===== config.mk =====
export PLATFORM = sky130hd
export DESIGN_NAME = manchester_enc
export DESIGN_NICKNAME = d
export VERILOG_FILES = /design/src/manchester_enc.sv
export SDC_FILE = /design/constraint.sdc
export NUM_CORES = 1
export LEC_CHECK = 0
export ABC_AREA = 1
export BUFFER_PORTS_ARGS = -buffer_cell sky130_fd_sc_hd__buf_2
export CAP_MARGIN = 20
export CORE_AREA = 3 3 40 42
export DETAILED_ROUTE_END_ITERATION = 7
export DIE_AREA = 0 0 43 45
export PLACE_DENSITY = 0.62
export SLEW_MARGIN = 20
export SYNTH_ARGS = -nofsm -noshare
export SYNTH_HDL_FRONTEND = slang
export SYNTH_SLANG_ARGS = --single-unit

===== constraint.sdc =====
create_clock -name CLK -period 1.4 [get_ports CLK]
set_clock_uncertainty 0.15 [all_clocks]
set_input_delay 0 -clock CLK [delete_from_list [all_inputs] [get_ports CLK]]
set_output_delay 0 -clock CLK [all_outputs]
set_load 0.05 [all_outputs]

===== src/manchester_enc.sv =====
`timescale 1ns/1ps

module manchester_enc #(
  parameter int EOF_HOLD = 6
) (
  input  logic CLK,
  input  logic RST,
  input  logic bit_out,
  input  logic bit_valid,
  input  logic frame_end,
  input  logic abort,
  output logic line,
  output logic done
);

  localparam int CNT_W = $clog2(EOF_HOLD + 1);

  logic             half;
  logic             aborting; // toggling until the next frame starts
  logic             holding;
  logic [CNT_W-1:0] hold_cnt;

  always_ff @(posedge CLK)
  begin
    if (!RST)
    begin
      line     <= 1'b0;
      done     <= 1'b0;
      half     <= 1'b0;
      aborting <= 1'b0;
      holding  <= 1'b0;
      hold_cnt <= '0;
    end
    else
    begin
      done <= 1'b0;
      if (abort || (aborting && !bit_valid))
      begin
        aborting <= 1'b1;
        holding  <= 1'b0;
        half     <= 1'b0;
        line     <= ~line;
      end
      else if (bit_valid)
      begin
        aborting <= 1'b0;
        half     <= ~half;
        line     <= half ? bit_out : ~bit_out; // complement first, then the bit
      end
      else
      begin
        half <= 1'b0;
        if (frame_end)
        begin
          line     <= 1'b1; // end-of-frame idle high
          holding  <= 1'b1;
          hold_cnt <= CNT_W'(EOF_HOLD - 1);
        end
        else if (holding)
        begin
          if (hold_cnt == '0)
          begin
            line    <= 1'b0;
            done    <= 1'b1;
            holding <= 1'b0;
          end
          else
            hold_cnt <= hold_cnt - 1'b1;
        end
      end
    end
  end

endmodule


==> qor.txt <==
Die footprint -> 1940 sq um
Post-route cell area -> 554 sq um
Reg2reg setup slack -> 0.12 ns
Largest net degree at the start of global routing -> 6
IO buf count -> 7
#FFs+latches synth -> 8
Initial Util -> 0.342
Clock-pin slew on the worst setup and hold paths -> 0.06 ns
Share of cells above drive strength 1 -> 0.260
GRT Overall Usage -> 0.0977
Clk sinks -> 8
P_leak -> 0.283 nW
Min Tclk post-route -> 1.28 ns
Vias in the first global route -> 326
Final setup violating endpoints -> 0
Status -> finished, final reports clean
Hold WC Path Type -> in2reg
Unrepaired setup endpoints after global routing -> false
Fin. Hold Viols -> 0
Worst-Skew Late Latency -> 0.25 ns
Area contributors post-synth -> dfxtp_1 (36%), nand2_1 (15%), inv_1 (7.7%), nor2_1 (7.7%), ha_1 (5.7%)
Max-slew violations -> 0
M3 GR Usage -> 0.0598
Final Cycle Share -> 0.917
Fin nets -> 87
Peak supply drop -> 651 uV
CP Launch Type -> flip-flop
Met2 Usage GRT -> 0.120
Placed instance area -> 493 sq um
Req. time, crit path -> 1.44 ns
Chip height -> 45 um
Arrival time worst endpoint -> 1.32 ns
Max_slew headroom -> 0.836
Commonest cells after routing, fill and taps aside -> nand2_1 (16), inv_1 (9), nor2_1 (9)
Fin cells -> 92
# rows -> 13
Fill cells -> 133
FMAX -> 779 MHz
Vias post-DR -> 414
CP max FO -> 3
Routed WL -> 788 um
Multi-input gate area -> 245 sq um
GRT overflow -> 0
CTS tree -> done
1st-pass router iterations -> 4
Seq/Total Area, Yosys -> 0.365
Share of the synthesized area in the top cell type -> 0.365
Hpwl dp -> 616 um
Wire per inst -> 8.57 um
Number of antenna-violating nets in the routed design -> 0
Antenna cell count -> 0
RePlAce Congestion -> 0.876
Area leader, netlist -> dfxtp_1
Die W -> 43 um
Vias per Instance -> 4.50
Pwr per Cell Area -> 943 nW/um^2
DRC viols -> 0
Initial DRC Count -> 6
Post-synthesis xor/xnor area fraction -> 0.0199
Mux cell area share after synthesis -> 0
Total CTS buffers -> 3
Post-synth cell types -> 17
Area Growth Syn to Fin -> 26.2%
Register Area -> 161 sq um
Area fraction in compound gates after synthesis -> 0.0712
Cells after Synth -> 64
First-pass GRT wire length -> 1350 um
Sum Neg Setup Slack -> 0 ns
WHS -> 0.0182 ns
Synth Area in Adders -> 0.0570
Met1 GRT Util -> 0.136
Largest family of logic cells by synthesized area -> simple AND/OR/NAND/NOR gates
Post-placement setup slack -> 0.0663 ns
Boundary Pins -> 8
Worst setup EP type -> flip-flop
Most common cell after layout, fill and taps aside -> nand2_1
H-tree Lvls -> 1
Initial antenna violation count -> 0
Core ar. -> 1280 sq um
Busiest metal layer after global routing -> met1
Crit Path Class -> reg2reg
Syn nets -> 72
Root Buffer -> clkbuf_4
Final worst slack -> 0.116 ns
CTS Buffer Depth -> 2
Placed cell count -> 86
Post-Syn Area -> 439 sq um
Synth Area in Simple Gates -> 0.393
Worst-Margin Slew -> 0.248 ns
Number of warnings issued by yosys -> 0
Max Cap Viol -> 0
Avg Synthesized Cell Area -> 6.86 sq um
-- critical path: stages (launching register included) --
cell and delay (ns):
dfxtp_2 0.32, inv_1 0.08, ha_2 0.27, or2_1 0.20
nand3_1 0.08, nand2_1 0.05, nor2_1 0.07
-- state kept, by name, indices dropped and copies added, names as in the netlist --
name and cells:
line 1, half 1, holding 1, aborting 1
hold_cnt 3, done 1
-- stage by stage --
step                total power, W   util
floorplan                 0.000319      -
global placement          0.000344  0.384
detailed placement        0.000344  0.384
CTS                       0.000531  0.425
global route              0.000560  0.431
finish                    0.000523  0.431
-- layout make-up --
cell class	count	area share
flip-flops and latches	8	0.291
inverters	11	0.0745
clock buffers	3	0.0406
multi-input cells	45	0.442
repair buffers	10	0.117
well taps	15	0.0339
-- worst paths after layout --
check / depth (start not counted) / endpoint / startpoint
worst max-delay path: 6 / hold_cnt[1] / hold_cnt[0]
worst min-delay path: 4 / done / frame_end
worst max register to register: 6 / hold_cnt[1] / hold_cnt[0]
worst min register to register: 1 / half / half
-- cell usage after synthesis (all sizes together) --
cell type  number
dfxtp           8
xor2            1
o21ai           3
inv            11
nand4           2
nor3            1
nand2          19
a21oi           1
ha              2
or2             1
nor2           10
nand3           5
-- where the power goes --
group	switching (W)	internal (W)
combinational	0.0000617	0.0000385
clock	0.0000763	0.0000980
sequential	0.00000784	0.000240
total	0.000146	0.000377
-- what timing repair did --
action,4_1_cts,5_1_grt
setup endpoints to repair,0,3
resized for setup,0,4
buffers inserted,0,0
endpoints found under the hold margin,7,0
hold buffers,3,0
-- per-layer routing --
layer / wire length (um) / up-vias / share of wire
met2: 306 / 13 / 0.39
met1: 408 / 173 / 0.52
met5: 0 / - / 0
met3: 73 / 0 / 0.093
li1: - / 228 / -
met4: 0 / 0 / 0
-- cell families after synthesis --
family / after synthesis
xor gates and xnor gates: 1
DFF: 8
adders and majority gates: 2
buffers and inverters: 11
AOI/OAI and AO/OA: 4
and+or+nand+nor: 38
(Power assumes the default switching activity.)
