`config.mk`:
```
export PLATFORM = sky130hd
export DESIGN_NAME = tx_serializer
export DESIGN_NICKNAME = d
export VERILOG_FILES = /design/src/eth_tx_pkg.sv /design/src/tx_serializer.sv
export SDC_FILE = /design/constraint.sdc
export NUM_CORES = 1
export LEC_CHECK = 0
export BUFFER_PORTS_ARGS = -buffer_cell sky130_fd_sc_hd__buf_2
export CORE_MARGIN = 2
export CORE_UTILIZATION = 40
export DETAILED_ROUTE_END_ITERATION = 8
export PLACE_DENSITY = 0.58
export SETUP_SLACK_MARGIN = 0.5
export SLEW_MARGIN = 40
export SYNTH_ARGS = -nofsm -noshare
export SYNTH_HDL_FRONTEND = slang
export SYNTH_SLANG_ARGS = --single-unit
```
`constraint.sdc`:
```
create_clock -name CLK -period 2.5 [get_ports CLK]
set_input_delay 0.5 -clock CLK [delete_from_list [all_inputs] [get_ports CLK]]
set_output_delay 0.5 -clock CLK [all_outputs]
set_load 0.1 [all_outputs]
```
`src/eth_tx_pkg.sv`:
```
package eth_tx_pkg;

  localparam int ADDR_W          = 9;  // frame buffer word address
  localparam int LEN_W           = 11; // frame length in bytes
  localparam int PREAMBLE_OCTETS = 7;

  localparam logic [7:0]  PREAMBLE_BYTE = 8'h55;
  localparam logic [7:0]  SFD_BYTE      = 8'hD5;
  localparam logic [31:0] CRC_POLY      = 32'hEDB88320; // reflected 802.3 polynomial

  // one host word write, valid for a single cycle
  typedef struct packed {
    logic              valid;
    logic [ADDR_W-1:0] addr;
    logic [31:0]       data;
  } host_wr_t;

  // access presented to the buffer RAM
  typedef struct packed {
    logic              valid;
    logic              write;
    logic [ADDR_W-1:0] addr;
    logic [31:0]       data;
  } buf_req_t;

  typedef enum logic [2:0] {
    PH_IDLE,
    PH_PREAMBLE,
    PH_SFD,
    PH_DATA,
    PH_FCS,
    PH_EOF
  } tx_phase_e;

endpackage
```
`src/tx_serializer.sv`:
```
`timescale 1ns/1ps

module tx_serializer import eth_tx_pkg::*; (
  input  logic       CLK,
  input  logic       RST,
  input  logic       start,
  input  logic       abort,
  output tx_phase_e  phase,
  output logic       byte_req,
  input  logic [7:0] data_byte,
  input  logic       last_byte,
  output logic [1:0] fcs_idx,
  input  logic [7:0] fcs_byte,
  output logic       crc_en,
  output logic       crc_bit,
  output logic       crc_clear,
  output logic       bit_out,
  output logic       bit_valid,
  output logic       frame_end
);

  logic       warm;  // one lead cycle after start
  logic       half;  // second cycle of the current bit
  logic [7:0] sreg;
  logic [2:0] bit_cnt;
  logic [2:0] oct_cnt;
  logic       act;
  logic       bit_tick;

  assign act = !warm && (phase inside {PH_PREAMBLE, PH_SFD, PH_DATA, PH_FCS});
  assign bit_tick  = act && half;
  assign byte_req  = bit_tick && (bit_cnt == 3'd6) && (phase inside {PH_SFD, PH_DATA});
  assign fcs_idx   = (phase == PH_FCS) ? oct_cnt[1:0] + 2'd1 : 2'd0; // byte loaded next
  assign crc_clear = start && (phase == PH_IDLE) && !abort;
  assign crc_en    = act && !half && (phase == PH_DATA); // ahead of the shift edge
  assign crc_bit   = sreg[0];

  always_ff @(posedge CLK)
  begin
    if (!RST)
    begin
      phase     <= PH_IDLE;
      warm      <= 1'b0;
      half      <= 1'b0;
      bit_cnt   <= '0;
      oct_cnt   <= '0;
      bit_out   <= 1'b0;
      bit_valid <= 1'b0;
      frame_end <= 1'b0;
    end
    else
    begin
      bit_out   <= sreg[0];
      bit_valid <= act && !abort;
      frame_end <= (phase == PH_EOF) && !abort;
      if (abort)
      begin
        phase <= PH_IDLE; // frame dropped
        warm  <= 1'b0;
        half  <= 1'b0;
      end
      else if (crc_clear)
      begin
        phase   <= PH_PREAMBLE;
        warm    <= 1'b1;
        half    <= 1'b0;
        bit_cnt <= '0;
        oct_cnt <= '0;
        sreg    <= PREAMBLE_BYTE;
      end
      else
      begin
        warm <= 1'b0;
        if (phase == PH_EOF)
          phase <= PH_IDLE;
        if (act)
          half <= ~half;
        if (bit_tick)
        begin
          bit_cnt <= bit_cnt + 3'd1;
          if (bit_cnt != 3'd7)
            sreg <= {1'b0, sreg[7:1]}; // lsb first
          else
          begin
            case (phase)
              PH_PREAMBLE:
              begin
                if (oct_cnt == 3'(PREAMBLE_OCTETS - 1))
                begin
                  phase   <= PH_SFD;
                  oct_cnt <= '0;
                  sreg    <= SFD_BYTE;
                end
                else
                begin
                  oct_cnt <= oct_cnt + 3'd1;
                  sreg    <= PREAMBLE_BYTE;
                end
              end
              PH_SFD:
              begin
                phase <= PH_DATA;
                sreg  <= data_byte;
              end
              PH_DATA:
              begin
                if (last_byte)
                begin
                  phase   <= PH_FCS;
                  oct_cnt <= '0;
                  sreg    <= fcs_byte;
                end
                else
                  sreg <= data_byte;
              end
              PH_FCS:
              begin
                if (oct_cnt == 3'd3)
                  phase <= PH_EOF;
                else
                begin
                  oct_cnt <= oct_cnt + 3'd1;
                  sreg    <= fcs_byte;
                end
              end
              default: phase <= PH_IDLE;
            endcase
          end
        end
      end
    end
  end

  // a stale last_byte would end the payload early
  a_data_until_last: assert property (@(posedge CLK) disable iff (!RST)
    (phase == PH_PREAMBLE || phase == PH_SFD) |-> !last_byte)
    else $error("tx_serializer: last_byte set before the data phase");

endmodule

```
==> summary.md <==
| Metric | Value |
|---|---|
| Status | finished clean |
| Hold Vio Cnt, Final | 0 |
| Post-synth ARST share | 0 |
| CP Class | reg -> out |
| Vias in the first global route | approximately 1300 |
| Tcrit/Tclk final | 0.8246 |
| RR Endpoint | oct_cnt[0] |
| Die Ht | between 60 and 70 um |
| Seq pwr share | 0.491 |
| Final setup vio count | 0 |
| GR Util All Layers | 0.1990 |
| Vias per inst | around 5.6 |
| Sink Count | 22 |
| Reg2reg path depth | 7 |
| Htree depth | 1 |
| Peak VDD IR | 0.0002773 V |
| Lkg Pwr | around 0.00076 uW |
| Cells after Synth | roughly 160 |
| Pwr dens | 404.8 nW/um2 |
| Synth Register Bits | 22 |
| CTS Root Cell | clkbuf_4 |
| Starting Density | 0.4178 |
| Final #Nets | 231 |
| Synth area leader | dfxtp_1 |
| Critical Path Start Type | flop |
| Synth top area share | 0.1995 |
| CTS Buf Count | 3 |
| Hold-critical path endpoint | oct_cnt[1] |
| Die Width | approximately 63 um |
| Unrepaired setup endpoints after global routing | yes |
| Setup crit end kind | output pin |
| Filler Cells Inserted | about 320 |
| Syn-to-layout area delta | 36.87% |
| Mapped Nets | 190 |
| Library cells used by synthesis | 37 |
| Bufs on Longest Clock Path | 2 |
| Top post-synthesis cells by area | dfxtp_1 20%, edfxtp_1 17%, a22oi_1 5.3%, ha_1 5.3%, nor2b_1 4.5% |
| Critical Path RT | about 2.0 ns |
| Clock latency on the worst-skew pair | between 0.3 and 0.4 ns |
| Combinational share of power | 0.154 |
| Slew HR | 0.6549 |
| Final slew viol count | 0 |
| Clock power frac | 0.355 |
| DRT iter0 DRCs | between 70 and 80 |
| Final ANT Viol Nets | 0 |
| Period minus WS final | about 2.1 ns |
| Synth Warn # | 0 |
| First-pass GRT wire length | ~6400 um |
| Synth Area per Inst | ~8.6 um2 |
| Cell total after placement | about 230 |
| Top Ports | 33 |
| Psw | approximately 190 uW |
| Core area | approximately 3400 um2 |
| Total congestion overflow | 0 |
| Hold Crit Depth | 2 |
| CTS tree | built |
| Die Area | ~4000 um2 |
| Post-route insts no fill | between 200 and 250 |
| Max Freq | 485.1 MHz |
| Seq/Total Area, Yosys | 0.3704 |
| Final WL | about 3800 um |
| Clk slew on worst S/H paths | between 0.1 and 0.15 ns |
| Min-delay src | oct_cnt[1] |
| Sw frac | 0.2475 |
| Max Clock Skew | slightly below 0.005 ns |
| Setup TNS | 0 ns |
| CP max FO | 5 |
| Top FF cell, synth | dfxtp_1 |
| Post-DR wirelength/cell | about 15 um |
| R2R setup slack | ~0.7 ns |
| Mapped Area | approximately 1400 um2 |
| Largest net degree at the start of global routing | 14 |
| Worst-margin pin slew | 0.5157 ns |
| Row count | 21 |
| Critical R2R Launch | phase[1] |
| Via Count | roughly 1400 |
| Router iterations before antenna repair | 4 |
| Layout cells sized above 1 | 0.3645 |
| GP Congestion | 0.8626 |
| Max-Cap Viols | 0 |
| Initial antenna violation count | 0 |
| Post-synth EDFFs | 8 |
| Diodes inserted | 0 |
| Worst min path class | reg -> reg |
| PortBufs | 32 |
| DR DRC count | 0 |
| Detailed Place HPWL | between 2000 and 3000 um |
| P_int | just under 600 uW |
| Critical path arrival | 1.56 ns |
-- kinds of logic after synthesis --
kind of cell	Yosys count	synth area share
buffers and inverters	17	0.05076
muxes	3	0.02137
and+or+nand+nor	59	0.2244
adders and majority gates	6	0.05343
DFF	22	0.3704
xor gates and xnor gates	2	0.01247
AOI/OAI and AO/OA	54	0.2671
-- state kept, by name (all words and copies together) (netlist names) --
register   count
warm           1
bit_cnt        3
bit_out        1
phase          3
oct_cnt        3
sreg           8
half           1
bit_valid      1
frame_end      1
-- cells in the mapped netlist, types with 3 or more instances --
library cell  number
a21oi_1           12
a22o_1             3
a22oi_1           10
and2_1             4
buf_2              6
clkbuf_1           4
dfxtp_1           14
edfxtp_1           8
ha_1               6
inv_1              7
mux2i_1            3
nand2_1           16
nand2b_1           4
nor2_1            11
nor2b_1           10
nor3_1             3
o21a_1             4
o21ai_0            4
o22a_1             5
o22ai_1            8
-- layer usage --
layer | track usage | routed length, um
met5 | 0 | 0
met2 | 0.3457 | 1849
met3 | 0.04286 | 258
met4 | 0.04620 | 54
met1 | 0.2525 | 1672
-- stage by stage --
step | hold WS [ns] | power (uW) | cell area (um2) | setup slack (ns) | util
5_1_grt | 0.4985 | 808.7 | 1923 | 0.3493 | 0.5718
3_3_place_gp | 0.4724 | 492.0 | 1703 | 0.3806 | 0.5063
6_report | 0.5008 | 778.4 | 1923 | 0.4385 | 0.5718
3_5_place_dp | 0.4743 | 494.0 | 1703 | 0.2945 | 0.5063
4_1_cts | 0.4998 | 771.5 | 1862 | 0.4506 | 0.5536
2_1_floorplan | 0.4584 | 462.3 | 1531 | 0.09734 | -
-- critical path, stage by stage (launching register included) --
cell     delay [ns]
dfxtp_4        0.39
o21a_1         0.21
nor3_4         0.14
buf_6          0.13
nand2_4        0.05
nor2_4         0.14
buf_12         0.18
-- cells in the final DEF (no fill, tap or decap), drive strengths merged, types with 2 or more instances in the layout --
cell and n:
inv 6, nand2b 4, a22o 3, nor2 11, o22ai 8, a21oi 12
clkbuf 3, or2 2, nor2b 10, xnor2 2, edfxtp 8, buf 46
mux2i 3, nor3 4, dfxtp 14, a31oi 3, nand2 16, nand3 3
o21ai 4, and2 4, o21a 4, ha 6, a22oi 10, o22a 5
-- power groups by stage --
| stage | Clock [uW] | Sequential, uW | Combinational, uW |
|---|---|---|---|
| final | 276 | 382 | 120 |
| after global routing | 295 | 383 | 131 |
| after CTS | 277 | 382 | 113 |
| after detailed placement | 0 | 392 | 102 |
| after global placement | 0 | 391 | 101 |
| after floorplan | 0 | 402 | 60.5 |
-- cell type report --
| type | instances | area (um2) | share of cell area |
|---|---|---|---|
| Timing Repair Buffer | 46 | 324.1 | 0.1685 |
| Clock buffer | 3 | 22.52 | 0.01171 |
| Sequential cell | 22 | 535.5 | 0.2785 |
| Clock inverter | 1 | 30.03 | 0.01561 |
| Multi-Input combinational cell | 124 | 923.4 | 0.4802 |
| Tap cell | 46 | 57.56 | 0.02993 |
| Inverter | 7 | 30.03 | 0.01561 |
-- how the worst max path moves through the flow --
stage                  start        end  slack [ns]  depth (start not counted)
finish              phase[1]   byte_req        0.44                          6
global route        phase[1]   byte_req        0.35                          6
CTS                 phase[1]   byte_req        0.45                          6
detailed placement  phase[0]  crc_clear        0.29                          4
global placement    phase[0]  crc_clear        0.38                          4
floorplan           phase[1]     crc_en         0.1                          3
-- repair_timing --
action                                  in CTS  in global routing
pin swaps                                    3                  2
resized for setup                           14                  8
endpoints found under the hold margin        0                  0
buffers inserted                             8                  4
endpoints found under the setup margin      13                 17
hold buffers                                 0                  0
No activity file was read; power rests on OpenSTA's default activity.
