<file path="src/eth_tx_pkg.sv">
package eth_tx_pkg;

  localparam int ADDR_W          = 9;  // frame buffer word address
  localparam int LEN_W           = 11; // frame length in bytes
  localparam int PREAMBLE_OCTETS = 7;

  localparam logic [7:0]  PREAMBLE_BYTE = 8'h55;
  localparam logic [7:0]  SFD_BYTE      = 8'hD5;
  localparam logic [31:0] CRC_POLY      = 32'hEDB88320; // reflected 802.3 polynomial

  // one host word write, valid for a single cycle
  typedef struct packed {
    logic              valid;
    logic [ADDR_W-1:0] addr;
    logic [31:0]       data;
  } host_wr_t;

  // access presented to the buffer RAM
  typedef struct packed {
    logic              valid;
    logic              write;
    logic [ADDR_W-1:0] addr;
    logic [31:0]       data;
  } buf_req_t;

  typedef enum logic [2:0] {
    PH_IDLE,
    PH_PREAMBLE,
    PH_SFD,
    PH_DATA,
    PH_FCS,
    PH_EOF
  } tx_phase_e;

endpackage
</file>
<file path="src/tx_loader.sv">
`timescale 1ns/1ps

module tx_loader import eth_tx_pkg::*; (
  input  logic              CLK,
  input  logic              RST,
  input  logic              start,
  input  logic [LEN_W-1:0]  len,
  input  tx_phase_e         phase,
  input  logic              byte_req,
  output logic              rd_en,
  output logic [ADDR_W-1:0] rd_addr,
  input  logic [31:0]       rd_data,
  output logic [7:0]        data_byte,
  output logic              last_byte
);

  logic [LEN_W-1:0]  len_q;
  logic [LEN_W-1:0]  cnt;    // bytes staged so far
  logic [LEN_W:0]    cnt_nx;
  logic [1:0]        bsel;   // 0 selects the top byte
  logic [ADDR_W-1:0] addr;   // next word to fetch
  logic [31:0]       word;
  logic              rd_pend;
  logic              launch;
  logic              stage;
  logic              fetch;

  assign launch  = start && (phase == PH_IDLE);
  assign cnt_nx  = cnt + 1'b1;
  assign stage   = byte_req && (cnt < len_q);
  assign fetch   = stage && (bsel == 2'd3) && (cnt_nx < {1'b0, len_q}); // more words left
  assign rd_en   = launch || fetch;
  assign rd_addr = launch ? '0 : addr;

  always_ff @(posedge CLK)
  begin
    if (!RST)
    begin
      len_q     <= '0;
      cnt       <= '0;
      bsel      <= '0;
      addr      <= '0;
      rd_pend   <= 1'b0;
      last_byte <= 1'b0;
    end
    else
    begin
      rd_pend <= rd_en;
      if (launch)
      begin
        len_q     <= len;
        cnt       <= '0;
        bsel      <= '0;
        addr      <= ADDR_W'(1); // word 0 is read right now
        last_byte <= 1'b0;
      end
      else if (byte_req)
      begin
        if (stage)
        begin
          cnt  <= cnt_nx[LEN_W-1:0];
          bsel <= bsel + 2'd1;
          if (fetch)
            addr <= addr + 1'b1;
        end
        else
          last_byte <= 1'b1; // nothing left, current byte is the final one
      end
    end
  end

  always_ff @(posedge CLK)
  begin
    if (rd_pend)
      word <= rd_data;
    if (stage)
      data_byte <= word[{~bsel, 3'b000} +: 8]; // msb byte first
  end

endmodule

</file>
<file path="config.mk">
export PLATFORM = sky130hd
export DESIGN_NAME = tx_loader
export DESIGN_NICKNAME = d
export VERILOG_FILES = /design/src/eth_tx_pkg.sv /design/src/tx_loader.sv
export SDC_FILE = /design/constraint.sdc
export NUM_CORES = 1
export LEC_CHECK = 0
export BUFFER_PORTS_ARGS = -buffer_cell sky130_fd_sc_hd__buf_2
export CAP_MARGIN = 0
export CELL_PAD_IN_SITES_DETAIL_PLACEMENT = 0
export CELL_PAD_IN_SITES_GLOBAL_PLACEMENT = 1
export CORE_ASPECT_RATIO = 1.1
export CORE_UTILIZATION = 45
export CTS_BUF_LIST = sky130_fd_sc_hd__clkbuf_4
export DETAILED_ROUTE_END_ITERATION = 8
export PLACE_DENSITY_LB_ADDON = 0.1
export SLEW_MARGIN = 5
export SYNTH_ARGS = -nofsm -noshare
export SYNTH_HDL_FRONTEND = slang
export SYNTH_SLANG_ARGS = --single-unit
</file>
<file path="constraint.sdc">
create_clock -name CLK -period 4.2 [get_ports CLK]
set_input_delay 0.21 -clock CLK [delete_from_list [all_inputs] [get_ports CLK]]
set_output_delay 0.21 -clock CLK [all_outputs]
set_load 0.02 [all_outputs]
</file>
==> impl_metrics.env, run 1 <==
export IMPL_antenna_found_initial=0
export IMPL_nNetsFinal=500
export IMPL_arrival_ns=3.57
export IMPL_cts_htree_levels=3
export IMPL_grt_start_max_net_pins=33
export IMPL_path_clk_slew_ns=0.13
export IMPL_synth_top_area_cell="edfxtp_1"
export IMPL_finalSetupViolations=0
export IMPL_cts_tree="done"
export IMPL_fmaxAchievable_ghz=0.265
export IMPL_rows=33
export IMPL_syn_mean_instance_area_sq_um=11.2
export IMPL_grt_pass1_wl_um=12300
export IMPL_synthFlopType="edfxtp_1"
export IMPL_clock_sinks=75
export IMPL_ios=69
export IMPL_vias=2739
export IMPL_wl_per_cell_um=14.2
export IMPL_drive_above_1_share_pct=25.1
export IMPL_die_h_um=95.4
export IMPL_overflow=0
export IMPL_place_congestion=0.760
export IMPL_ys_types=45
export IMPL_area_growth_pct=27.2
export IMPL_placed_cells=482
export IMPL_initial_utilization_pct=47.3
export IMPL_grt_pass1_vias=2609
export IMPL_post_cts_buffers=0
export IMPL_routed_wl_um=7600
export IMPL_cts_made_buffers=9
export IMPL_dieWidth_um=87.0
export IMPL_max_cap_violations=0
export IMPL_instances_no_fill=536
export IMPL_synth_seq_cells=75
export IMPL_ys_async_sr_fraction_pct=0
export IMPL_hpwl_um=5230
export IMPL_worstPathMaxFanout=14
export IMPL_worst_slew_pin_slew_ns=1.02
export IMPL_crit_required_ns=3.99
export IMPL_root_buffer="clkbuf_4"
export IMPL_synth_edf_count=40
export IMPL_drtIter0Drc=88
export IMPL_cellLeakagePower_uw=0.00180
export IMPL_powerDensity_nw_per_um2=308
export IMPL_synth_warnings=0
export IMPL_hold_path_class="in -> reg"
export IMPL_ys_seq_area_share_pct=53.2
export IMPL_clk_latency_ns=0.42
export IMPL_first_pass_iters=4
export IMPL_syn_instance_count=318
export IMPL_grtUsageTotal_pct=19.9
export IMPL_finClkSkew_ns=0.0160
export IMPL_slew_headroom_pct=32.0
export IMPL_vias_per_cell=5.11
export IMPL_status="finished clean"
export IMPL_endpoint_kind="output pin"
export IMPL_rsz0062_at_grt="false"
export IMPL_clockBufferDepth=2
export IMPL_critPathKind="reg -> out"
export IMPL_ant_nets=0
export IMPL_slew_viol_final=0
export IMPL_cp_start_kind="register"
export IMPL_synth_top_area_share_pct=33.6
export IMPL_period_share_pct=89.9
export IMPL_finalHoldViolCount=0
export IMPL_dieArea_sq_um=8300
export IMPL_core_area_sq_um=7560
export IMPL_irDropWorstVdd_mv=0.271
export IMPL_fin_setup_tns_ns=0
export IMPL_numPortBuffers=68
export IMPL_synthTopCellsByArea="edfxtp_1 34%, dfxtp_1 20%, ha_1 8.1%"
export IMPL_remaining_drc_errors=0
export IMPL_diodes=0
export IMPL_synth_net_count=391
export IMPL_min_period_ns=3.78
export IMPL_synth_area_sq_um=3570
[worst max-delay path: stages, from the launching register on]
cell and delay [ns]:
dfxtp_1 0.43, ha_1 0.25, nand3_1 0.18, nor2_2 0.23
and3_1 0.26, and3_1 0.23, xor2_1 0.16, ha_1 0.25
and3_1 0.22, a211oi_2 0.27, nand2_2 0.21, o21ai_0 0.25
buf_2 0.21
[sequential cells by signal, summed over array words and instances (netlist names)]
register   cells
addr           9
bsel           2
cnt           11
data_byte      8
last_byte      1
len_q         11
rd_pend        1
word          32
[power by group]
group	internal, uW	leakage [uW]	switching (uW)
Clock	181	0.0000742	260
Sequential	789	0.000646	12.8
Combinational	78.9	0.00108	77.8
[Yosys cell counts (8+ instances only)]
library cell / count
and2_1: 10
mux4_2: 8
inv_1: 16
nand3_1: 9
xor2_1: 8
edfxtp_1: 40
a21oi_1: 28
nand2_1: 41
dfxtp_1: 35
ha_1: 23
nor2_1: 15
[repair_timing]
action	4_1_cts	5_1_grt
setup endpoints to repair	0	1
endpoints found under the hold margin	39	0
hold buffers	39	0
gates resized for setup	0	2
[logic make-up (layout without fill, tap and decap cells)]
kind of cell / Yosys count / in the layout / synth area share (%)
mux: 9 / 9 / 5.32
fa+ha+maj: 23 / 23 / 8.06
xor+xnor: 14 / 14 / 3.43
flops: 75 / 75 / 53.2
compound gates: 66 / 66 / 12.4
buf+inv: 28 / 141 / 3.26
simple gates: 103 / 103 / 14.3
[layout make-up]
cell class | instances | area, sq um
Clock buffer | 9 | 67.6
Tap cell | 105 | 131
Sequential cell | 75 | 1900
Multi-Input combinational cell | 215 | 1570
Clock inverter | 6 | 65.1
Inverter | 16 | 60.1
Fill cell | 678 | 3010
Timing Repair Buffer | 110 | 753
[stage by stage]
step                area [sq um]  hold slack, ns  power, uW  setup slack (ns)  utilization [%]
CTS                         4540        0.000474       1410             0.207             60.1
global placement            4020           0.386        944             0.722             53.2
global route                4540         0.00614       1460            0.0349             60.1
detailed placement          4020           0.388        947             0.617             53.2
finish                      4540          0.0198       1400             0.423             60.1
floorplan                   3570           0.309        901             0.884                -
[placed cells by master (no fill, tap or decap), types with 10 or more instances in the layout]
master and instances:
buf_2 68, inv_1 16, nor2_1 14, nand2_1 40, a21oi_1 28, and2_1 10
edfxtp_1 40, dlygate4sd3_1 39, dfxtp_1 35, ha_1 23
[worst paths after layout]
| check | from | to | slack (ns) | cells past startpoint |
|---|---|---|---|---|
| max reg2reg | cnt[0] | addr[4] | 0.76 | 12 |
| min | len[10] | len_q[10] | 0.02 | 3 |
| max | cnt[0] | rd_en | 0.42 | 12 |
| min reg2reg | len_q[7] | len_q[7] | 0.46 | 2 |
[routing by layer]
| metal | track usage [%] | wire [um] | up-vias |
|---|---|---|---|
| met4 | 9.17 | 136 | 0 |
| li1 | - | - | 1392 |
| met5 | 0 | 0 | - |
| met1 | 25.0 | 3390 | 1292 |
| met2 | 33.7 | 3900 | 45 |
| met3 | 2.94 | 170 | 10 |
Note: power is estimated with default switching activity, not from simulation.
==> run 2: changes to the inputs <==
--- a/config.mk
+++ b/config.mk
@@ -10,7 +10,7 @@
 export CELL_PAD_IN_SITES_DETAIL_PLACEMENT = 0
 export CELL_PAD_IN_SITES_GLOBAL_PLACEMENT = 1
 export CORE_ASPECT_RATIO = 1.1
-export CORE_UTILIZATION = 45
+export CORE_UTILIZATION = 40
 export CTS_BUF_LIST = sky130_fd_sc_hd__clkbuf_4
 export DETAILED_ROUTE_END_ITERATION = 8
 export PLACE_DENSITY_LB_ADDON = 0.1
==> run 2 against run 1 <==
Net effect:
- count of clock-buffer cells in the layout stayed put
- utilization fell by 6.3 points
- clock power grew 5.9%
- maximum frequency shrank 0.13%
- largest cell class unchanged
- critical path depth grew 1
- non-clock buffer count is 3 higher
- critical path type unchanged
- register-to-register slack worse by 0.06 ns
- routed wire length rose by 3.8%
- via count is the same
- cell count grew 1.9%
==> impl_metrics.env, run 2 (synthesis results as in run 1) <==
export IMPL_finalHoldViolCount=0
export IMPL_hold_path_class="in -> reg"
export IMPL_cts_htree_levels=3
export IMPL_finClkSkew_ns=0.0177
export IMPL_drive_above_1_share_pct=25.3
export IMPL_clock_sinks=75
export IMPL_rsz0062_at_grt="false"
export IMPL_fin_util_pct=53.8
export IMPL_whs_ns=0.0204
export IMPL_rr_worst_depth=13
export IMPL_area_growth_pct=28.7
export IMPL_slew_viol_final=0
export IMPL_largest_register_ffs=32
export IMPL_dieArea_sq_um=9310
export IMPL_hpwl_um=5350
export IMPL_overflow=0
export IMPL_fin_setup_tns_ns=0
export IMPL_cp_start_kind="register"
export IMPL_instances_no_fill=546
export IMPL_crit_required_ns=3.99
export IMPL_finalPower_uw=1430
export IMPL_ios=69
export IMPL_grt_pass1_vias=2695
export IMPL_hold_depth=2
export IMPL_worst_slew_pin_slew_ns=0.938
export IMPL_path_clk_slew_ns=0.13
export IMPL_r2r_setup_slack_ns=0.70
export IMPL_remaining_drc_errors=0
export IMPL_status="finished clean"
export IMPL_ant_nets=0
export IMPL_placed_cells=488
export IMPL_min_period_ns=3.78
export IMPL_layout_common_cells="68 x buf_2, 42 x dlygate4sd3_1, 40 x nand2_1, 40 x edfxtp_1, 35 x dfxtp_1"
export IMPL_regMostFlops="word"
export IMPL_irDropWorstVdd_mv=0.252
export IMPL_top_regs="word: 32 flops, cnt: 11 flops, len_q: 11 flops"
export IMPL_grtUsageTotal_pct=18.1
export IMPL_post_cts_buffers=0
export IMPL_wl_per_cell_um=14.5
export IMPL_nNetsFinal=503
export IMPL_grt_start_max_net_pins=33
export IMPL_worstPathMaxFanout=14
export IMPL_critPathMaxStageDelay_ns=0.43
export IMPL_layout_commonest_cell="buf_2"
export IMPL_clk_latency_ns=0.43
export IMPL_drtIter0Drc=84
export IMPL_cp_cell_sequence="ha_1 -> nand3_1 -> nor2_2 -> and3_1 -> and3_1 -> xor2_1 -> ha_1 -> inv_1 -> o2111ai_1 -> a211oi_2 -> nand2_2 -> o21ai_1 -> buf_2"
export IMPL_cts_tree="done"
export IMPL_clockBufferDepth=2
export IMPL_die_h_um=101
export IMPL_endpoint_kind="output pin"
export IMPL_cts_made_buffers=9
export IMPL_crit_slowest_cell="dfxtp_1"
export IMPL_powerDensity_nw_per_um2=310
export IMPL_diodes=0
export IMPL_rows=35
export IMPL_finalSetupViolations=0
export IMPL_fmaxAchievable_ghz=0.264
export IMPL_routed_wl_um=7890
export IMPL_critPathKind="reg -> out"
export IMPL_period_share_pct=90.0
export IMPL_root_buffer="clkbuf_4"
export IMPL_place_congestion=0.769
export IMPL_vias_per_cell=5.02
export IMPL_numPortBuffers=68
export IMPL_cellLeakagePower_uw=0.00182
export IMPL_arrival_ns=3.57
export IMPL_vias=2739
export IMPL_antenna_found_initial=0
export IMPL_slew_headroom_pct=37.5
export IMPL_grt_pass1_wl_um=12800
export IMPL_initial_utilization_pct=41.8
export IMPL_dieWidth_um=92.1
export IMPL_max_cap_violations=0
export IMPL_core_area_sq_um=8540
export IMPL_first_pass_iters=4
==> run 2: worst paths after layout <==
path / startpoint / end
max: cnt[0] / rd_en
min: RST / rd_pend
min reg2reg: len_q[1] / len_q[1]
max reg2reg: cnt[0] / addr[5]
==> run 2: final cells by class <==
cell class / count / area (sq um)
inverters: 16 / 60.1
fillers: 770 / 3940
multi-input cells: 215 / 1570
clock buffers: 9 / 67.6
repair buffers: 113 / 783
flip-flops and latches: 75 / 1900
clock inverters: 7 / 81.3
well taps: 111 / 139
==> run 2: per-layer routing <==
metal	track usage (%)	part of all wire (%)	up-vias	wire, um
met1	21.3	44	1288	3470
met4	6.85	1.3	0	106
met5	0	0	-	0
li1	-	-	1390	-
met3	4.37	3.7	10	289
met2	32.3	51	51	4030
==> run 2: worst max-delay path: cells and delay by family, from the launching register on <==
family | cells | cell delay (ns)
AO/OA/AOI/OAI | 3 | 0.65
AND/OR/NAND/NOR | 5 | 1.13
adder cells (fa/ha/maj) | 2 | 0.50
XOR/XNOR | 1 | 0.16
buffers and inverters | 2 | 0.25
flip-flops | 1 | 0.43
==> run 2: per-stage QoR <==
| step | area [sq um] | setup slack [ns] |
|---|---|---|
| finish | 4600 | 0.418 |
| global route | 4600 | 0.0127 |
| CTS | 4590 | 0.174 |
| detailed placement | 4020 | 0.592 |
| global placement | 4020 | 0.707 |
| floorplan | 3570 | 0.884 |
==> run 2: timing repair <==
action / 4_1_cts / 5_1_grt
endpoints found under the setup margin: 0 / 1
resized for setup: 0 / 3
hold buffers: 42 / 0
hold endpoints to repair: 42 / 0
==> run 2: power by group <==
| part | internal [uW] | switching (uW) |
|---|---|---|
| Clock | 189 | 276 |
| Combinational | 80.7 | 79.1 |
| Sequential | 789 | 13.3 |
