==> config.mk <==
export PLATFORM = sky130hd
export DESIGN_NAME = crc32_serial
export DESIGN_NICKNAME = d
export VERILOG_FILES = /design/src/eth_tx_pkg.sv /design/src/crc32_serial.sv
export SDC_FILE = /design/constraint.sdc
export NUM_CORES = 1
export LEC_CHECK = 0
export BUFFER_PORTS_ARGS = -buffer_cell sky130_fd_sc_hd__buf_4
export CAP_MARGIN = 15
export CORE_ASPECT_RATIO = 1.1
export CORE_MARGIN = 2
export CORE_UTILIZATION = 60
export CTS_BUF_LIST = sky130_fd_sc_hd__clkbuf_4
export CTS_CLUSTER_SIZE = 28
export DETAILED_ROUTE_END_ITERATION = 10
export PLACE_DENSITY_LB_ADDON = 0.1
export SYNTH_ARGS = -nofsm -noshare
export SYNTH_HDL_FRONTEND = slang
export SYNTH_SLANG_ARGS = --single-unit
==> constraint.sdc <==
create_clock -name CLK -period 3.99 [get_ports CLK]
set_input_delay 1.197 -clock CLK [delete_from_list [all_inputs] [get_ports CLK]]
set_output_delay 1.197 -clock CLK [all_outputs]
set_load 0.03 [all_outputs]
==> src/eth_tx_pkg.sv <==
package eth_tx_pkg;

  localparam int ADDR_W          = 9;  // frame buffer word address
  localparam int LEN_W           = 11; // frame length in bytes
  localparam int PREAMBLE_OCTETS = 7;

  localparam logic [7:0]  PREAMBLE_BYTE = 8'h55;
  localparam logic [7:0]  SFD_BYTE      = 8'hD5;
  localparam logic [31:0] CRC_POLY      = 32'hEDB88320; // reflected 802.3 polynomial

  // one host word write, valid for a single cycle
  typedef struct packed {
    logic              valid;
    logic [ADDR_W-1:0] addr;
    logic [31:0]       data;
  } host_wr_t;

  // access presented to the buffer RAM
  typedef struct packed {
    logic              valid;
    logic              write;
    logic [ADDR_W-1:0] addr;
    logic [31:0]       data;
  } buf_req_t;

  typedef enum logic [2:0] {
    PH_IDLE,
    PH_PREAMBLE,
    PH_SFD,
    PH_DATA,
    PH_FCS,
    PH_EOF
  } tx_phase_e;

endpackage
==> src/crc32_serial.sv <==
`timescale 1ns/1ps

module crc32_serial import eth_tx_pkg::*; (
  input  logic       CLK,
  input  logic       RST,
  input  logic       clear,
  input  logic       crc_en,
  input  logic       crc_bit,
  input  logic [1:0] fcs_idx,
  output logic [7:0] fcs_byte
);

  logic [31:0] crc;
  logic [31:0] fcs;
  logic        fb;

  assign fb       = crc[0] ^ crc_bit;
  assign fcs      = ~crc;
  assign fcs_byte = fcs[{fcs_idx, 3'b000} +: 8]; // byte 0 is the low byte

  always_ff @(posedge CLK)
  begin
    if (!RST)
      crc <= '1;
    else if (clear)
      crc <= '1; // preset for a new frame
    else if (crc_en)
      crc <= {1'b0, crc[31:1]} ^ (fb ? CRC_POLY : 32'h0);
  end

endmodule

==> flow_summary.yaml, run 1 <==
sta:
  rsz0062_at_grt: "false"
  fmax_mhz: 303
  hold_violations: 0
  period_needed_ns: 3.30
  finalMaxSlewViolations: 0
  tightest_slew_ns: 0.598
  setup_viol: 0
  tns_ns: 0
  skew_ns: 0.00477
  maxSlewHeadroom_pct: 60.1
  period_share_pct: 82.8
yosys:
  synth_nets: 150
  avgSynthCellArea_sq_um: 12.2
  synth_top_cells_by_count: "dfxtp_1, mux2i_1, nand2_1"
  ys_warn_count: 0
  synth_area_sq_um: 1750
  yosys.area.top_type_share_pct: 36.7
  synth_most_common_cell: "dfxtp_1"
  ys_types: 17
  synth_area_leaders: "dfxtp_1, xnor3_1, mux2i_1, mux4_2, nand2b_1"
  synth_top_area_cell: "dfxtp_1"
  netlist_instances: 143
  yosysSeqAreaShare_pct: 36.7
  synth-edff-count: 0
  synthArstFlopShare_pct: 0
  synth-seq-cells: 32
  ys.flop_type: "dfxtp_1"
clocking:
  cts_max_path_buffers: 2
  cts-root-buf: "clkbuf_4"
  clk_pin_slew_worst_paths_ns: 0.10
  htree_num_levels: 2
  post_cts_buffers: 0
  ctsResizeCount: 0
  cts_tree: "built"
  cts_inserted_buffers: 5
  clkSinkCount: 32
  ctsHoldBuffers: 0
  clk_latency_ns: 0.33
detailed_routing:
  dr.pass1.iters: 2
  drc_errors: 0
  postRouteAntennaNets: 0
  vias_per_cell: 5.68
  drt-total-wl_mm: 2.95
  wire_per_inst_um: 16.0
  vias: 1050
  drt_iter0_markers: 10
worst_hold_path:
  worstHoldStart: "crc[11]"
  hold_depth: 2
  min_to: "crc[11]"
  worst_hold_path_type: "register to register"
setup_path:
  r2r_start: "crc[0]"
  critPathKind: "input pin to output pin"
  worstRegToRegCells: 3
  start_kind: "input pin"
  cp-end-kind: "output pin"
  worst_ep_required_time_ns: 2.79
  crit_fanout: 8
  r2r_setup_slack_ns: 2.71
  r2r_end: "crc[5]"
  critical_path_arrival_ns: 2.11
pwr:
  powerDensity_nw_per_um2: 344
  power_w: 0.000650
  leakagePower_nw: 0.964
  max-vdd-ir-drop_mv: 0.419
floorplanning:
  initial_utilization_pct: 62.9
  die-area_sq_um: 3360
  dieWidth_um: 55.4
  rows: 20
  ioPinCount: 15
  core_area_sq_um: 2780
  die_y_um: 60.6
global_routing:
  gr-usage-all-layers_pct: 20.1
  grt-ovfl-total: 0
  antenna_found_initial: 0
  grt_max_degree: 34
  first_global_vias: 1017
  grt_pass1_wl_mm: 5.02
status:
  outcome: "finished, final reports clean"
cells_and_area:
  syn2layout_area_growth_pct: 8.09
  drive_gt1_share_pct: 27.0
  largest_register_ffs: 32
  antennaDiodeCount: 0
  largest_register: "crc"
  nets: 158
  reg_top3: "crc (32)"
placed_design:
  io_buffers: 14
  dp.final_hpwl_mm: 1.95
  routabilityCongestion: 0.693
job:
  drv_cap: 0
-- logic make-up after synthesis --
logic type | Yosys count | share of synthesized area, %
flops | 32 | 36.7
compound gates | 14 | 8.02
simple gates | 33 | 9.24
xor+xnor | 14 | 17.9
mux | 26 | 20.6
buf+inv | 24 | 7.52
-- layer usage --
metal | track usage, % | up-vias | part of all wire [%] | wire length (um)
li1 | - | 508 | - | -
met1 | 25.3 | 523 | 47 | 1380
met2 | 33.2 | 14 | 49 | 1450
met3 | 6.40 | 5 | 3.0 | 90
met4 | 7.32 | 0 | 1.0 | 30
met5 | 0 | - | 0 | 0
-- critical path: stages --
cell	delay (ns)
buf_4	0.17
mux4_2	0.52
inv_1	0.07
buf_4	0.15
-- cell usage in the layout, fill, tap and decap left out --
master / count
nand2b_1: 14
clkbuf_4: 5
xnor3_4: 3
clkinv_1: 2
dfxtp_1: 32
o211ai_1: 7
inv_1: 9
o211ai_2: 7
nor2b_2: 1
bufinv_16: 1
mux2i_1: 18
buf_4: 16
nand2_1: 18
xnor2_1: 1
mux4_2: 8
xnor3_1: 10
-- where the power goes --
| part | leakage [nW] | switching, W | total, W | internal (W) |
|---|---|---|---|---|
| combinational | 0.663 | 0.0000382 | 0.0000775 | 0.0000393 |
| clock | 0.0403 | 0.000112 | 0.000240 | 0.000128 |
| sequential | 0.261 | 0.00000617 | 0.000333 | 0.000327 |
| total | 0.964 | 0.000156 | 0.000650 | 0.000494 |
-- stage by stage --
stage | utilization [%] | hold WS (ns) | setup slack, ns | std cells | cell area, sq um
finish | 68.0 | 0.513 | 0.687 | 185 | 1890
global placement | 65.3 | 0.485 | 0.697 | 177 | 1810
CTS | 68.0 | 0.518 | 0.680 | 185 | 1890
detailed placement | 65.3 | 0.492 | 0.682 | 177 | 1810
global route | 68.0 | 0.551 | 0.646 | 185 | 1890
floorplan | - | 0.458 | 0.736 | 143 | 1750
-- final cells by class --
cell class	count	area (sq um)
clock buffers	5	37.5
inverters	9	33.8
repair buffers	16	120
well taps	33	41.3
flip-flops and latches	32	641
multi-input cells	87	977
fillers	205	890
clock inverters	3	37.5
-- worst max path at each step --
stage                    start     endpoint  slack [ns]  cells past startpoint
detailed placement  fcs_idx[0]  fcs_byte[3]        0.68                      4
finish              fcs_idx[0]  fcs_byte[3]        0.69                      4
floorplan           fcs_idx[0]  fcs_byte[0]        0.74                      3
CTS                 fcs_idx[0]  fcs_byte[3]        0.68                      4
global placement    fcs_idx[0]  fcs_byte[0]        0.70                      4
global route        fcs_idx[0]  fcs_byte[0]        0.65                      4
No activity file was read; power rests on OpenSTA's default activity.
==> inputs of run 2 (changes only) <==
--- a/config.mk
+++ b/config.mk
@@ -9,7 +9,7 @@
 export CAP_MARGIN = 15
 export CORE_ASPECT_RATIO = 1.1
 export CORE_MARGIN = 2
-export CORE_UTILIZATION = 60
+export CORE_UTILIZATION = 55
 export CTS_BUF_LIST = sky130_fd_sc_hd__clkbuf_4
 export CTS_CLUSTER_SIZE = 28
 export DETAILED_ROUTE_END_ITERATION = 10
==> constraint.sdc (replaced) <==
create_clock -name CLK -period 2.7 [get_ports CLK]
set_input_delay 0.81 -clock CLK [delete_from_list [all_inputs] [get_ports CLK]]
set_output_delay 0.81 -clock CLK [all_outputs]
set_load 0.03 [all_outputs]
==> flow_summary.yaml, run 2 (same netlist as run 1, synthesis figures left out) <==
global_routing:
  grt_pass1_wl_mm: 5.26
  grt_max_degree: 33
  gr-usage-all-layers_pct: 19.4
  first_global_vias: 1109
  grt-ovfl-total: 0
  antenna_found_initial: 0
setup_path:
  cp_common_cell: "buf_4"
  cp_slowest_stage_delay_ns: 0.52
  worst_ep_required_time_ns: 1.89
  path_delay_family: "multiplexers"
  crit_path_cell_trace: "buf_4, mux4_2, inv_1, buf_4"
  crit_slowest_cell: "mux4_2"
  start_kind: "input pin"
  crit_fanout: 8
  cp-end-kind: "output pin"
  critPathBufInv: 3
  critical_path_arrival_ns: 1.73
  critPathKind: "input pin to output pin"
cells_and_area:
  syn2layout_area_growth_pct: 7.16
  largest_register_ffs: 32
  largest_register: "crc"
  final_cell_mix: "dfxtp_1, mux2i_1, nand2_1"
  utilization_pct: 61.4
  drive_gt1_share_pct: 28.3
  antennaDiodeCount: 0
  final_common_cell: "dfxtp_1"
  nets: 159
  reg_top3: "crc (32)"
pwr:
  leakagePower_nw: 0.960
  powerDensity_nw_per_um2: 464
  max-vdd-ir-drop_mv: 0.305
sta:
  fmax_mhz: 394
  setup_viol: 0
  rsz0062_at_grt: "false"
  maxSlewHeadroom_pct: 61.4
  period_needed_ns: 2.54
  period_share_pct: 93.9
  tightest_slew_ns: 0.578
  hold_violations: 0
  skew_ns: 0.00882
  tns_ns: 0
  finalMaxSlewViolations: 0
  setup_ws_ns: 0.164
detailed_routing:
  postRouteAntennaNets: 0
  vias_per_cell: 5.59
  drt-total-wl_mm: 3.03
  drt_iter0_markers: 35
  dr.pass1.iters: 4
  wire_per_inst_um: 16.3
  vias: 1040
  drc_errors: 0
floorplanning:
  core_area_sq_um: 3050
  die_y_um: 63.1
  die-area_sq_um: 3640
  initial_utilization_pct: 57.3
  ioPinCount: 15
  rows: 21
  dieWidth_um: 57.7
worst_hold_path:
  worst_hold_path_type: "register to register"
job:
  drv_cap: 0
clocking:
  clkSinkCount: 32
  clk_latency_ns: 0.33
  ctsHoldBuffers: 0
  ctsResizeCount: 0
  post_cts_buffers: 0
  cts-root-buf: "clkbuf_4"
  clk_pin_slew_worst_paths_ns: 0.09
  cts_max_path_buffers: 2
  cts_tree: "built"
  htree_num_levels: 2
  cts_inserted_buffers: 5
placed_design:
  routabilityCongestion: 0.758
  pre_cts_ws_ns: 0.151
  dp.final_hpwl_mm: 2.00
  io_buffers: 14
status:
  outcome: "finished, final reports clean"
[run 2: area by class of cell]
type	instances	area, sq um
multi-input combinational	87	977
inverter	9	33.8
clock inverter	1	5.00
tap	34	42.5
sequential	32	641
clock buffer	6	45.0
fill	256	1180
timing repair buffer	17	128
[run 2: worst reg2reg max path: stages, from the launching register on]
cell and delay, ns:
dfxtp_1 0.34, buf_4 0.27, xnor3_4 0.44, o211ai_1 0.18
[run 2: routing by layer]
layer	part of all wire, %	GRT usage (%)	vias to the layer above
li1	-	-	513
met1	46	25.8	504
met2	48	30.4	15
met3	3.1	3.90	8
met4	2.3	8.72	0
met5	0	0	-
[run 2: path summary, 6_finish.rpt]
check / startpoint / end / slack, ns / depth (start not counted)
max: fcs_idx[0] / fcs_byte[1] / 0.16 / 4
min: crc[8] / crc[7] / 0.50 / 2
max reg2reg: crc[0] / crc[19] / 1.40 / 3
min reg2reg: crc[8] / crc[7] / 0.50 / 2
[run 2: report_power, final]
part           total (W)  switching [W]  internal (W)
Clock           0.000260       0.000155      0.000106
Sequential      0.000491     0.00000878      0.000483
Combinational   0.000117      0.0000577     0.0000589
[run 2: stage by stage]
stage | std cells | area (sq um) | total power [W] | hold WS (ns)
after floorplan | 143 | 1750 | 0.000596 | 0.458
after global placement | 179 | 1820 | 0.000618 | 0.480
after detailed placement | 179 | 1820 | 0.000620 | 0.487
after CTS | 186 | 1870 | 0.000878 | 0.501
after global routing | 186 | 1870 | 0.000906 | 0.539
final | 186 | 1870 | 0.000868 | 0.502
==> inputs of run 3 (changes only) <==
--- a/config.mk
+++ b/config.mk
@@ -5,6 +5,7 @@
 export SDC_FILE = /design/constraint.sdc
 export NUM_CORES = 1
 export LEC_CHECK = 0
+export ABC_AREA = 0
 export BUFFER_PORTS_ARGS = -buffer_cell sky130_fd_sc_hd__buf_4
 export CAP_MARGIN = 15
 export CORE_ASPECT_RATIO = 1.1
@@ -13,7 +14,9 @@
 export CTS_BUF_LIST = sky130_fd_sc_hd__clkbuf_4
 export CTS_CLUSTER_SIZE = 28
 export DETAILED_ROUTE_END_ITERATION = 10
+export MAX_ROUTING_LAYER = met4
 export PLACE_DENSITY_LB_ADDON = 0.1
 export SYNTH_ARGS = -nofsm -noshare
 export SYNTH_HDL_FRONTEND = slang
 export SYNTH_SLANG_ARGS = --single-unit
+export TNS_END_PERCENT = 1
==> flow_summary.yaml, run 3 (same netlist as run 1, synthesis figures left out) <==
cells_and_area:
  final_common_cell: "dfxtp_1"
  syn2layout_area_growth_pct: 7.16
  antennaDiodeCount: 0
  largest_register_ffs: 32
  largest_register: "crc"
  utilization_pct: 61.4
  nets: 159
  drive_gt1_share_pct: 28.3
  final_cell_mix: "dfxtp_1, mux2i_1, nand2_1"
  fillers: 256
  reg_top3: "crc (32)"
detailed_routing:
  vias: 1036
  drc_errors: 0
  wire_per_inst_um: 16.2
  vias_per_cell: 5.57
  drt-total-wl_mm: 3.02
  drt_iter0_markers: 28
  dr.pass1.iters: 4
  postRouteAntennaNets: 0
clocking:
  cts_inserted_buffers: 5
  ctsResizeCount: 0
  clk_latency_ns: 0.33
  cts-root-buf: "clkbuf_4"
  htree_num_levels: 2
  clkSinkCount: 32
  post_cts_buffers: 0
  clk_pin_slew_worst_paths_ns: 0.09
  cts_tree: "built"
  cts_max_path_buffers: 2
  ctsHoldBuffers: 0
floorplanning:
  die_y_um: 63.1
  rows: 21
  initial_utilization_pct: 57.3
  dieWidth_um: 57.7
  die-area_sq_um: 3640
  core_area_sq_um: 3050
  ioPinCount: 15
global_routing:
  gr-usage-all-layers_pct: 20.0
  antenna_found_initial: 0
  grt_pass1_wl_mm: 5.28
  grt_max_degree: 33
  grt-ovfl-total: 0
  first_global_vias: 1108
sta:
  period_needed_ns: 2.54
  tightest_slew_ns: 0.571
  skew_ns: 0.00963
  tns_ns: 0
  finalMaxSlewViolations: 0
  hold_violations: 0
  fmax_mhz: 394
  rsz0062_at_grt: "false"
  maxSlewHeadroom_pct: 61.9
  setup_viol: 0
  period_share_pct: 93.9
setup_path:
  critical_path_arrival_ns: 1.73
  cp-end-kind: "output pin"
  cp_common_cell: "buf_4"
  crit_slowest_cell: "mux4_2"
  cp_slowest_stage_delay_ns: 0.52
  worst_ep_required_time_ns: 1.89
  start_kind: "input pin"
  critPathKind: "input pin to output pin"
  crit_fanout: 8
  crit_path_cell_trace: "buf_4, mux4_2, inv_1, buf_4"
pwr:
  power_w: 0.000869
  powerDensity_nw_per_um2: 464
  leakagePower_nw: 0.960
  max-vdd-ir-drop_mv: 0.306
placed_design:
  dp.final_hpwl_mm: 2.00
  io_buffers: 14
  routabilityCongestion: 0.768
status:
  outcome: "finished, final reports clean"
worst_hold_path:
  worst_hold_path_type: "register to register"
job:
  drv_cap: 0
run 3: cell counts in the layout (fill, tap and decap cells not counted):
No cell type changed its count.
run 3: layer usage:
metal | vias to the layer above | track usage [%] | share of wire (%) | wire (um)
met4 | 0 | 8.72 | 2.3 | 70
met3 | 8 | 3.90 | 3.1 | 94
met1 | 502 | 26.0 | 46 | 1380
li1 | 511 | - | - | -
met5 | - | - | 0 | 0
met2 | 15 | 30.4 | 49 | 1480
run 3: metrics by stage:
step / hold slack, ns / instance area (sq um) / instances / setup WS (ns)
2_1_floorplan: 0.458 / 1750 / 143 / 0.220
3_3_place_gp: 0.480 / 1820 / 179 / 0.180
3_5_place_dp: 0.487 / 1820 / 179 / 0.151
4_1_cts: 0.501 / 1870 / 186 / 0.151
5_1_grt: 0.539 / 1870 / 186 / 0.109
6_report: 0.502 / 1870 / 186 / 0.165
run 3: power by group:
| part | switching, W | internal (W) |
|---|---|---|
| logic | 0.0000575 | 0.0000589 |
| clock network | 0.000155 | 0.000106 |
| registers | 0.00000875 | 0.000483 |
run 3: worst max-delay path, delay by kind of cell:
kind                   cells  cell delay, ns
buffers and inverters      3            0.40
multiplexers               1            0.52
run 3: final cells by class:
cell class,count,area (sq um),area share (%)
Multi-Input combinational cell,87,977,52.2
Clock buffer,6,45.0,2.41
Clock inverter,1,5.00,0.267
Timing Repair Buffer,17,128,6.82
Tap cell,34,42.5,2.27
Sequential cell,32,641,34.2
Inverter,9,33.8,1.80
run 3: final timing paths:
check	startpoint	cells past startpoint	slack [ns]	end
setup reg to reg	crc[0]	3	1.40	crc[19]
hold reg to reg	crc[8]	2	0.50	crc[7]
hold / removal	crc[8]	2	0.50	crc[7]
setup / recovery	fcs_idx[0]	4	0.16	fcs_byte[1]
